[src/rtl/l1_cache_macros.svh]
// L1 cache geometry shared by the package, the cache RTL and the testbench
`ifndef L1_CACHE_MACROS_SVH
`define L1_CACHE_MACROS_SVH

// Four ways of 32 sets with 64-byte lines
`define L1_NUM_WAYS 4
`define L1_NUM_SETS 32

// Address split is tag, then set index, then line offset
`define L1_SET_INDEX_WIDTH 5
`define L1_TAG_WIDTH 21
`define L1_OFFSET_WIDTH 6

// One line is 64 bytes
`define L1_LINE_BITS 512

// Hardware strands sharing each cache
`define L1_NUM_STRANDS 4

`endif

[src/rtl/l1_cache_pkg.sv]
// L1 cache package with the address-field, way, strand, unit and line types
`default_nettype none

`include "l1_cache_macros.svh"

package l1_cache_pkg;

	// Fields of a virtual address
	typedef logic [`L1_SET_INDEX_WIDTH-1:0] l1_set_t;
	typedef logic [`L1_TAG_WIDTH-1:0] l1_tag_t;

	typedef logic [$clog2(`L1_NUM_WAYS)-1:0] l1_way_t;

	// Strand numbers and masks with one bit per strand
	typedef logic [$clog2(`L1_NUM_STRANDS)-1:0] strand_t;
	typedef logic [`L1_NUM_STRANDS-1:0] strand_mask_t;

	// Unit number of a requester on the L2 buses
	typedef logic [1:0] unit_t;

	typedef logic [`L1_LINE_BITS-1:0] cache_line_t;

	// Line address sent to the L2, tag in the upper bits
	typedef logic [`L1_TAG_WIDTH+`L1_SET_INDEX_WIDTH-1:0] line_addr_t;

endpackage

`default_nettype wire

[src/rtl/l2_request_arbiter.sv]
// Round-robin arbiter for the shared L2 request bus, holding each grant until ack
`default_nettype none

module l2_request_arbiter
	(
	input wire clk,
	input wire rst_n_i,
	input wire req0_valid_i,
	input wire l1_cache_pkg::strand_t req0_strand_i,
	input wire l1_cache_pkg::line_addr_t req0_address_i,
	output logic req0_ack_o,
	input wire req1_valid_i,
	input wire l1_cache_pkg::strand_t req1_strand_i,
	input wire l1_cache_pkg::line_addr_t req1_address_i,
	output logic req1_ack_o,
	output logic pci_valid_o,
	output l1_cache_pkg::unit_t pci_unit_o,
	output l1_cache_pkg::strand_t pci_strand_o,
	output l1_cache_pkg::line_addr_t pci_address_o,
	input wire pci_ack_i
	);

	import l1_cache_pkg::*;

	logic grant_held;
	logic grant_idx;
	logic last_served;
	logic sel;

	always_comb
	begin
		if (grant_held)
			sel = grant_idx;
		else if (req0_valid_i && req1_valid_i)
			sel = ~last_served;
		else
			sel = req1_valid_i;
	end

	assign pci_valid_o = sel ? req1_valid_i : req0_valid_i;
	assign pci_strand_o = sel ? req1_strand_i : req0_strand_i;
	assign pci_address_o = sel ? req1_address_i : req0_address_i;
	// Cache unit numbers equal their input index here
	assign pci_unit_o = unit_t'(sel);
	assign req0_ack_o = pci_ack_i && pci_valid_o && !sel;
	assign req1_ack_o = pci_ack_i && pci_valid_o && sel;

	always_ff @(posedge clk or negedge rst_n_i)
	begin
		if (!rst_n_i)
		begin
			grant_held <= 1'b0;
			grant_idx <= 1'b0;
			// Unit 0 wins the first tie
			last_served <= 1'b1;
		end
		else if (pci_valid_o && pci_ack_i)
		begin
			grant_held <= 1'b0;
			last_served <= sel;
		end
		else if (pci_valid_o)
		begin
			grant_held <= 1'b1;
			grant_idx <= sel;
		end
	end

	assert property (@(posedge clk) disable iff (!rst_n_i)
		pci_valid_o && !pci_ack_i |=> pci_valid_o && $stable(pci_unit_o)
			&& $stable(pci_strand_o) && $stable(pci_address_o))
		else $error("L2 request changed before ack");

endmodule

`default_nettype wire

[config.mk]
export PLATFORM = sky130hd
export DESIGN_NAME = l2_request_arbiter
export DESIGN_NICKNAME = d
export VERILOG_FILES = /design/src/rtl/l1_cache_pkg.sv /design/src/rtl/l2_request_arbiter.sv
export VERILOG_INCLUDE_DIRS = /design/src /design/src/rtl
export SDC_FILE = /design/constraint.sdc
export NUM_CORES = 1
export LEC_CHECK = 0
export BUFFER_PORTS_ARGS = -buffer_cell sky130_fd_sc_hd__buf_4
export CAP_MARGIN = 20
export CORE_MARGIN = 2
export CORE_UTILIZATION = 28
export DETAILED_ROUTE_END_ITERATION = 12
export HOLD_SLACK_MARGIN = 0.03
export MAX_ROUTING_LAYER = met4
export PLACE_DENSITY = 0.88
export RECOVER_POWER = 25
export SYNTH_ARGS = -nofsm -noshare
export SYNTH_HDL_FRONTEND = slang
export SYNTH_SLANG_ARGS = --single-unit
[constraint.sdc]
create_clock -name clk -period 2.24 [get_ports clk]
set_input_delay 0.448 -clock clk [delete_from_list [all_inputs] [get_ports clk]]
set_output_delay 0.448 -clock clk [all_outputs]
set_load 0.005 [all_outputs]
* After elaboration in Yosys (flattened, before gate mapping)
Cells that the tools add are included.
Widths: inputs -> output; s select.
** Word-level totals
- Register bits :: 3
- Input bits :: 61
- Logic and storage cells :: 19
** Operators by class
- Mux-type cells :: 7
- Bitwise logic cells :: 2
- Reductions and logical operators :: 7
** Operators by type and width (count)
- $mux 26 :: 1
- $mux 1 :: 5
- $logic_and 1x1->1 :: 4
- $mux 2 :: 1
- $not 1->1 :: 2
- $reduce_and 2->1 :: 1
- $reduce_bool 2->1 :: 1
- $logic_not 1->1 :: 1

* Longest topological paths before layout
Gate-level depths: netlist of run 1.
- Depth in word-level cells :: 7
- Depth in mapped cells :: 5
- Depth with buffers taken out :: 4

* Worst setup path after synthesis of run 1
Ideal clock, no wire load.
- Path type :: register to output
- From :: register last_served
- To :: output port pci_address_o[0]
- Arrival :: 1.338 ns
- Path slack :: 0.454 ns
- Cell stages (with the launch flop) :: 5
- Cell sequence :: dfstp_2 -> nand2_1 -> a22oi_2 -> buf_6 -> mux2_2
** Between the ends
- Word-level cells in the longest chain between the ends :: 4
** Ends and longest elaborated chain
- start: declaration :: line l2_request_arbiter.sv:27 : logic last_served;
- start signal: assignment :: line l2_request_arbiter.sv:60 : last_served <= sel;
- $not 1->1 :: line l2_request_arbiter.sv:35 : sel = ~last_served;
- $mux 1 :: line l2_request_arbiter.sv:34 : else if (req0_valid_i && req1_valid_i)
- $mux 1 :: line l2_request_arbiter.sv:32 : if (grant_held)
- $mux 26 :: line l2_request_arbiter.sv:42 : assign pci_address_o = sel ? req1_address_i : req0_address_i;
- end: declaration :: line l2_request_arbiter.sv:19 : output l1_cache_pkg::line_addr_t pci_address_o,
No other way between the ends.

* Worst setup path in the final report of run 1
- From :: register last_served
- To :: output port pci_address_o[4]
The elaborated chain is that of the path after synthesis.

==> run summary, run 1 <==
Final hold analysis gives a worst-case slack of around 440 ps. In this run the tool buffered the top-level ports with roughly 90 buffer cells. In this run the static leakage power is ~0.00079 uW. The number of max-cap violations came out at 0.

The post-layout minimum cycle time came out at about 2200 ps. CTS placed an instance of sky130_fd_sc_hd__clkbuf_4 at the clock tree root. Of the synthesized area, sequential elements account for about an eighth.

The routed wire length came out at about 2.9 mm. The worst setup path is launched from a register. Summing the areas of all compound-gate instances in the mapped netlist gives between 10% and 20% of the synthesized area. TritonCTS built the clock tree.

In this run the worst setup path begins at last_served$_DFFE_PN1P_. The flow ran to the end, and the final reports show no timing, DRC or antenna violations. Summing all placed instances gives a cell area of ~0.0013 sq mm. After synthesis, the netlist uses 19 different library cells.

By area, the combinational part of the netlist is dominated by multiplexers. The warning count from the yosys run is 0. The die covers between 0.002 and 0.0025 sq mm. At the end of routability-driven placement, the weighted congestion stood at 0.774. Setup repair after global routing could not meet its margin everywhere. Summing every instance area after synthesis gives around 570 sq um. The clock edge transition at the registers on the reported setup and hold paths is ~40 ps. The average instance in the mapped netlist occupies about 9.7 sq um.

The maximum ir drop on the vdd rail is around 540 uV. The count of final hold-check violations is 0. Summed over all layers, the global routing overflow is 0. The number of placement rows is 16. The area of all placed cells without fillers came out at around 0.0015 sq mm. For the worst setup path, the data required time is between 1500 and 2000 ps.

The library cell used most frequently in the layout, excluding fill and tap cells, is sky130_fd_sc_hd__buf_4. The number of nets in the finished design came out at approximately 220. Derived from the worst setup path, the maximum achievable clock frequency is 448 MHz.

The share of the clock period used by the worst path after layout is between 90% and 100%. For this run, the total global-route usage over all layers was measured as a little over a fifth. The final HPWL from detailed placement came out at about 2.1 mm.

The clock passes through at most 2 buffers. The reg-to-reg setup timing slack is approximately 1100 ps. The number of antenna diodes in the final layout is 0. The basic-gate share of the synthesized area counting and, or, nand and nor cells came out at between 8 and 9%. For this design the top-level I/O count stands at 94. The worst path arrival time is about 1800 ps. The count of state elements after synthesis came out at 3. By startpoint and endpoint, the worst setup path is classified as reg2out. The pin count of the biggest net entering global routing came out at 11. The total number of H-tree levels is 1. The adder and majority cell fraction of the synthesized area is 0%. The number of antenna violations at the first check in global routing came out at 0. The die extent in x came out at about 49 microns. After detailed routing, the number of remaining DRC violations is 0.

The max-slew violation count came out at 0. The multi-input combinational cells in the finished layout cover a total of just under 500 sq um. The count of fill cells added during filler insertion came out at ~130. The total CTS buffers came out at 3. The number of violations reported at the end of detailed-routing iteration 0 is 21.

The initial standard-cell utilization of the core came out at a little under 30%. The multiplexer area fraction after synthesis came out at between 50% and 60%. The clock network latency to the later pin of the worst-skew pair is approximately 240 ps.

After floorplanning, the core was sized to cover 0.00194 sq mm. For this block, the via count after detailed routing is roughly 880. The first detailed-routing pass took 4 iterations. The clock net in this run drives a total of 3 sinks. The detail route stage leaves a number of antenna-violating nets equal to 0. The post-synthesis instance total came out at slightly below 60.

The routed via count divided by cell count came out at between 4 and 5. The number of nets handed over by synthesis was between 100 and 150. The critical path endpoint category is an output pin. The die is 49.2 microns tall.

The power density relative to cell area is about 740 mW/mm^2. In the layout the commonest cells are 81 x sky130_fd_sc_hd__buf_4, 15 x sky130_fd_sc_hd__mux2_2, 15 x sky130_fd_sc_hd__buf_6, 13 x sky130_fd_sc_hd__mux2_4, 4 x sky130_fd_sc_hd__nor2_1. Along the worst path, the maximum fanout reaches 5.

The via count of the first global-routing pass came out at about 900. In the final layout, the share of cells above drive strength 1 is 84.9%. The worst register-to-register path begins at last_served$_DFFE_PN1P_. The first global-routing pass estimated ~4.0 mm of wire.

Summing all flip-flop and latch instances after layout gives ~78 sq um. The setup skew after layout is between 1.5 and 2 ps. The final number of setup-violating endpoints is 0.

The XOR/XNOR share of the synthesized area came out at 0%. The worst hold path begins at pci_ack_i. The area added between synthesis and finish came out at 157%. The wire length per cell is roughly 16 microns.

The worst hold-check path type is in2reg.
[critical path, cell delays in order, from the launching register on]
cell                      delay [ps]
sky130_fd_sc_hd__dfstp_2         530
sky130_fd_sc_hd__nand2_2          60
sky130_fd_sc_hd__a22oi_2         220
sky130_fd_sc_hd__buf_6           160
sky130_fd_sc_hd__buf_6           130
sky130_fd_sc_hd__mux2_4          320
sky130_fd_sc_hd__buf_6           120
[cells in the mapped netlist]
cell type,number,area share [%]
sky130_fd_sc_hd__a211oi_1,1,1.3
sky130_fd_sc_hd__a21boi_0,2,2.6
sky130_fd_sc_hd__a21oi_1,1,0.87
sky130_fd_sc_hd__a22oi_2,1,2.2
sky130_fd_sc_hd__a2bb2oi_1,1,1.5
sky130_fd_sc_hd__and3_1,2,2.2
sky130_fd_sc_hd__buf_4,2,2.6
sky130_fd_sc_hd__buf_6,3,5.9
sky130_fd_sc_hd__conb_1,1,0.65
sky130_fd_sc_hd__dfrtp_1,2,8.7
sky130_fd_sc_hd__dfstp_2,1,4.6
sky130_fd_sc_hd__inv_1,2,1.3
sky130_fd_sc_hd__mux2_2,28,55
sky130_fd_sc_hd__nand2_1,2,1.3
sky130_fd_sc_hd__nor2_1,4,2.6
sky130_fd_sc_hd__nor2b_1,1,1.1
sky130_fd_sc_hd__nor2b_2,1,1.5
sky130_fd_sc_hd__o21ai_0,3,2.6
sky130_fd_sc_hd__o31ai_1,1,1.3
[power breakdown]
group | switching [uW] | internal, uW | total, uW
clock network | 32.6 | 67.1 | 99.6
registers | 28.6 | 82.1 | 111
logic | 305 | 580 | 885
total | 366 | 730 | 1100
[timing repair]
action / 4_1_cts / 5_1_grt
gates cloned: 1 / 1
endpoints found under the setup margin: 28 / 25
buffers inserted: 3 / 1
hold buffers: 1 / 0
endpoints found under the hold margin: 2 / 0
resized for setup: 5 / 28
pin swaps: 1 / 2
[cells by family (layout without fill, tap and decap cells)]
kind of cell    count (synthesis)  in the layout
compound gates                 10             10
simple gates                   10             10
mux                            28             28
other cells                     1              1
flops                           3              3
buf+inv                         7            107
[cell type report]
type                            instances  area share, %
Clock buffer                            4           1.78
Inverter                                2          0.510
Multi-Input combinational cell         49           33.4
Sequential cell                         3           5.27
Tap cell                               27           2.29
Timing Repair Buffer                  101           56.8
[registers in the layout (all words and copies together) (netlist names)]
| name | cells |
|---|---|
| grant_held | 1 |
| grant_idx | 1 |
| last_served | 1 |
[path summary, 6_finish.rpt]
| path | to | cells after the start |
|---|---|---|
| max in group asynchronous | last_served$_DFFE_PN1P_ | 2 |
| min in group asynchronous | grant_held$_DFFE_PN0P_ | 2 |
| setup / recovery | pci_address_o[4] | 6 |
| setup reg to reg | last_served$_DFFE_PN1P_ | 4 |
| hold reg to reg | grant_held$_DFFE_PN0P_ | 2 |
| hold / removal | grant_held$_DFFE_PN0P_ | 2 |
[layer usage]
metal	routed length, microns	track usage, %
met2	1660	43.5
met1	886	19.2
met4	29	4.76
met3	344	7.36
met5	0	-
[metrics by stage]
step / instances / setup slack (ps) / setup TNS [ps] / total power, uW / utilization (%)
2_1_floorplan: 59 / 454 / 0 / 472 / -
3_3_place_gp: 176 / 177 / 0 / 763 / 65.5
3_5_place_dp: 176 / 124 / 0 / 785 / 65.5
4_1_cts: 185 / -2.71 / -4.31 / 951 / 69.5
5_1_grt: 186 / -64.6 / -1270 / 1150 / 75.8
6_report: 186 / 8.68 / 0 / 1100 / 75.8
Note: power is estimated with default switching activity, not from simulation.
==> run 2, diff against run 1 <==
Settings changed: RECOVER_POWER 25 to unset.
==> run 2 against run 1 <==
  * Cell count unchanged
  * Sequential cell count unchanged
  * Die area unchanged
  * Setup slack worse by 5.4 ps
  * Clock power about the same
  * Sequential power about the same
  * Critical path depth unchanged
  * Critical path type unchanged
  * Critical endpoint unchanged
==> run summary, run 2 (synthesized netlist as in run 1, its figures left out) <==
The flow ran to the end, and the final reports show no timing, DRC or antenna violations. The global-route wire length before repair is 4.00 mm. TritonCTS built the clock tree. The worst register-to-register path ends at last_served$_DFFE_PN1P_. The total number of H-tree levels is 1. The maximum ir drop on the vdd rail came out at approximately 540 uV.

The sequential cell area in the final layout is 77.6 sq um. The number of antenna violations at the first check in global routing is 0. The worst setup path is captured at an output pin. Along the worst hold path, the cell count comes to 2.

The setup check on the worst reg-to-reg path leaves a slack of roughly 1100 ps. The final routed DRC violation total came out at 0. The cell that appears most often on the critical path is sky130_fd_sc_hd__buf_6.

Traced cell by cell, the critical path runs through nand2_2 > a22oi_2 > buf_6 > buf_6 > mux2_4 > buf_6. The worst hold path begins at pci_ack_i. The final layout contains between 200 and 250 nets. The later pin in the worst-skew pair is clocked with a latency of between 200 and 250 ps. The master of the slowest instance on the critical path is sky130_fd_sc_hd__dfstp_2.

The iteration count of the initial detailed-routing pass came out at 4. The post-placement worst setup slack is 124 ps. Fill cells in the final layout number between 100 and 150. The biggest cell delay along the critical path is roughly 530 ps.

The total design power is between 1000 and 1500 uW. The pin count of the biggest net entering global routing is 11. The kind of cell with the highest combined delay along the critical path is flip-flops.

The power density relative to cell area is roughly 740 mW/mm^2. The routed wire length is roughly 3 mm. The global routing usage summed across all routing layers came out at 21.8%. The met1 layer usage reported by global route is 19.2%. The tree is rooted in a sky130_fd_sc_hd__clkbuf_4.

The number of placed I/O pins came out at 94. The post-layout minimum cycle time is approximately 2200 ps. The depth of the most critical reg-to-reg path is 4. The max-slew violation count is 0.

Setup repair after global routing could not meet its margin everywhere. In the layout the commonest cells are 82 x sky130_fd_sc_hd__buf_4, 15 x sky130_fd_sc_hd__mux2_2, 15 x sky130_fd_sc_hd__buf_6, 13 x sky130_fd_sc_hd__mux2_4, 4 x sky130_fd_sc_hd__nor2_1. The final number of setup-violating endpoints is 0. The library cell used most frequently in the layout, excluding fill and tap cells, is sky130_fd_sc_hd__buf_4. The routing usage on met3 is about 7.4%.

The worst path arrival time came out at 1790 ps. The count of buffer and inverter cells on the critical path came out at 3. Across the routed clock network, the largest skew measured is between 1.5 and 2 ps. In the final layout, the registers with the most flip-flops are grant_held (1), grant_idx (1), last_served (1).

The routed via count divided by cell count is roughly 4.8. The port buffer count came out at 92. The final HPWL from detailed placement is 2.09 mm.

The post-layout utilization of the core is around three quarters. Clock-pin slew was measured on the worst setup and hold paths at 40 ps. The layer flagged by global routing as most heavily used is met2. The worst hold-check path type is in2reg. The initial standard-cell utilization of the core came out at 29.5%. The cell area after placement is around 0.0013 sq mm.

The fraction of layout instances using a drive strength above 1 came out at 85.5%. The worst reg2reg path startpoint is last_served$_DFFE_PN1P_. Timing would allow up to 447 MHz. The static leakage is around 0.00079 uW. The y dimension of the die came out at roughly 49 microns. The clock passes through at most 2 buffers. The full die area came out at around 0.0024 sq mm. In the final routed layout, each cell accounts on average for between 15 and 20 microns. The via count is 888. The worst setup path is launched from a register.

The area of all placed cells without fillers came out at 0.00148 sq mm. The count of final hold-check violations came to 0. The met2 routing resource usage after global routing is ~43%. The area of combinational cells with multiple inputs is roughly 490 sq um. Summed over all failing endpoints, the final setup total negative slack is 0 ps. The placeable core area is roughly 0.002 sq mm. The path with the worst hold slack has its endpoint at grant_held$_DFFE_PN0P_. The routability congestion estimate came out at 0.774. The critical-path maximum fanout is 5. The number of max-cap violations came out at 0.

The via count of the first global-routing pass came to 904. The final worst setup slack came out at ~3.3 ps. The number of clock buffers added by TritonCTS is 3. The critical path is of the reg2out type. The die extent in x is slightly below 50 microns. The post-detailed-route count of antenna-violating nets is 0. Compared with the post-synthesis result, the final layout area differs by 158%. The CTS sink count is 3. The floorplan has 16 rows. For the worst setup path, the data required time is about 1800 ps. The final critical path takes up ~100% of the cycle. The global-route congestion overflow total came out at 0.

The number of diodes added for antenna fixing is 0. The number of violations reported at the end of detailed-routing iteration 0 is 23.
[run 2: cell types whose count changed in the layout (fill, tap and decap cells not counted), sizes merged]
cell	previous run	this run
buf	98	99
clkbuf	6	5
[run 2: timing repair]
action                     in CTS  in global routing
pin swaps                       1                  2
setup endpoints to repair      28                 25
hold endpoints to repair        2                  0
hold buffers                    1                  0
resized for setup               5                 28
gates cloned                    1                  1
buffers inserted                3                  1
[run 2: layout make-up]
class                      count  share of cell area [%]
multi-input combinational     49                    33.3
clock buffer                   4                    1.78
sequential                     3                    5.25
inverter                       2                   0.508
timing repair buffer         101                    56.9
tap                           27                    2.29
[run 2: metrics by stage]
| stage | hold slack, ps | instances |
|---|---|---|
| 2_1_floorplan | 152 | 59 |
| 3_3_place_gp | 235 | 176 |
| 3_5_place_dp | 238 | 176 |
| 4_1_cts | 439 | 185 |
| 5_1_grt | 481 | 186 |
| 6_report | 438 | 186 |
[run 2: worst max-delay path by stage]
stage / start / end / slack (ps) / depth (start not counted)
final: last_served$_DFFE_PN1P_ / pci_address_o[4] / 3 / 6
after global routing: last_served$_DFFE_PN1P_ / pci_strand_o[0] / -60 / 6
after CTS: last_served$_DFFE_PN1P_ / pci_address_o[21] / -3 / 6
after detailed placement: req1_valid_i / pci_address_o[2] / 120 / 6
after global placement: req1_valid_i / pci_address_o[0] / 180 / 6
after floorplan: last_served$_DFFE_PN1P_ / pci_address_o[0] / 450 / 4
[run 2: worst register-to-register path: cells and delay by family, from the launching register on]
family	cells	cell delay [ps]
AO/OA/AOI/OAI	2	310
buffers and inverters	1	110
flip-flops	1	530
AND/OR/NAND/NOR	1	100
[run 2: metal layers]
| layer | part of all wire [%] | vias to the layer above |
|---|---|---|
| met3 | 12 | 4 |
| met5 | 0 | - |
| li1 | - | 413 |
| met1 | 30 | 391 |
| met2 | 56 | 80 |
| met4 | 0.98 | 0 |
[run 2: power by group]
group | switching [uW] | internal (uW) | total, uW
logic | 305 | 581 | 887
registers | 28.8 | 82.1 | 111
clock network | 34.8 | 67.2 | 102
total | 369 | 731 | 1100
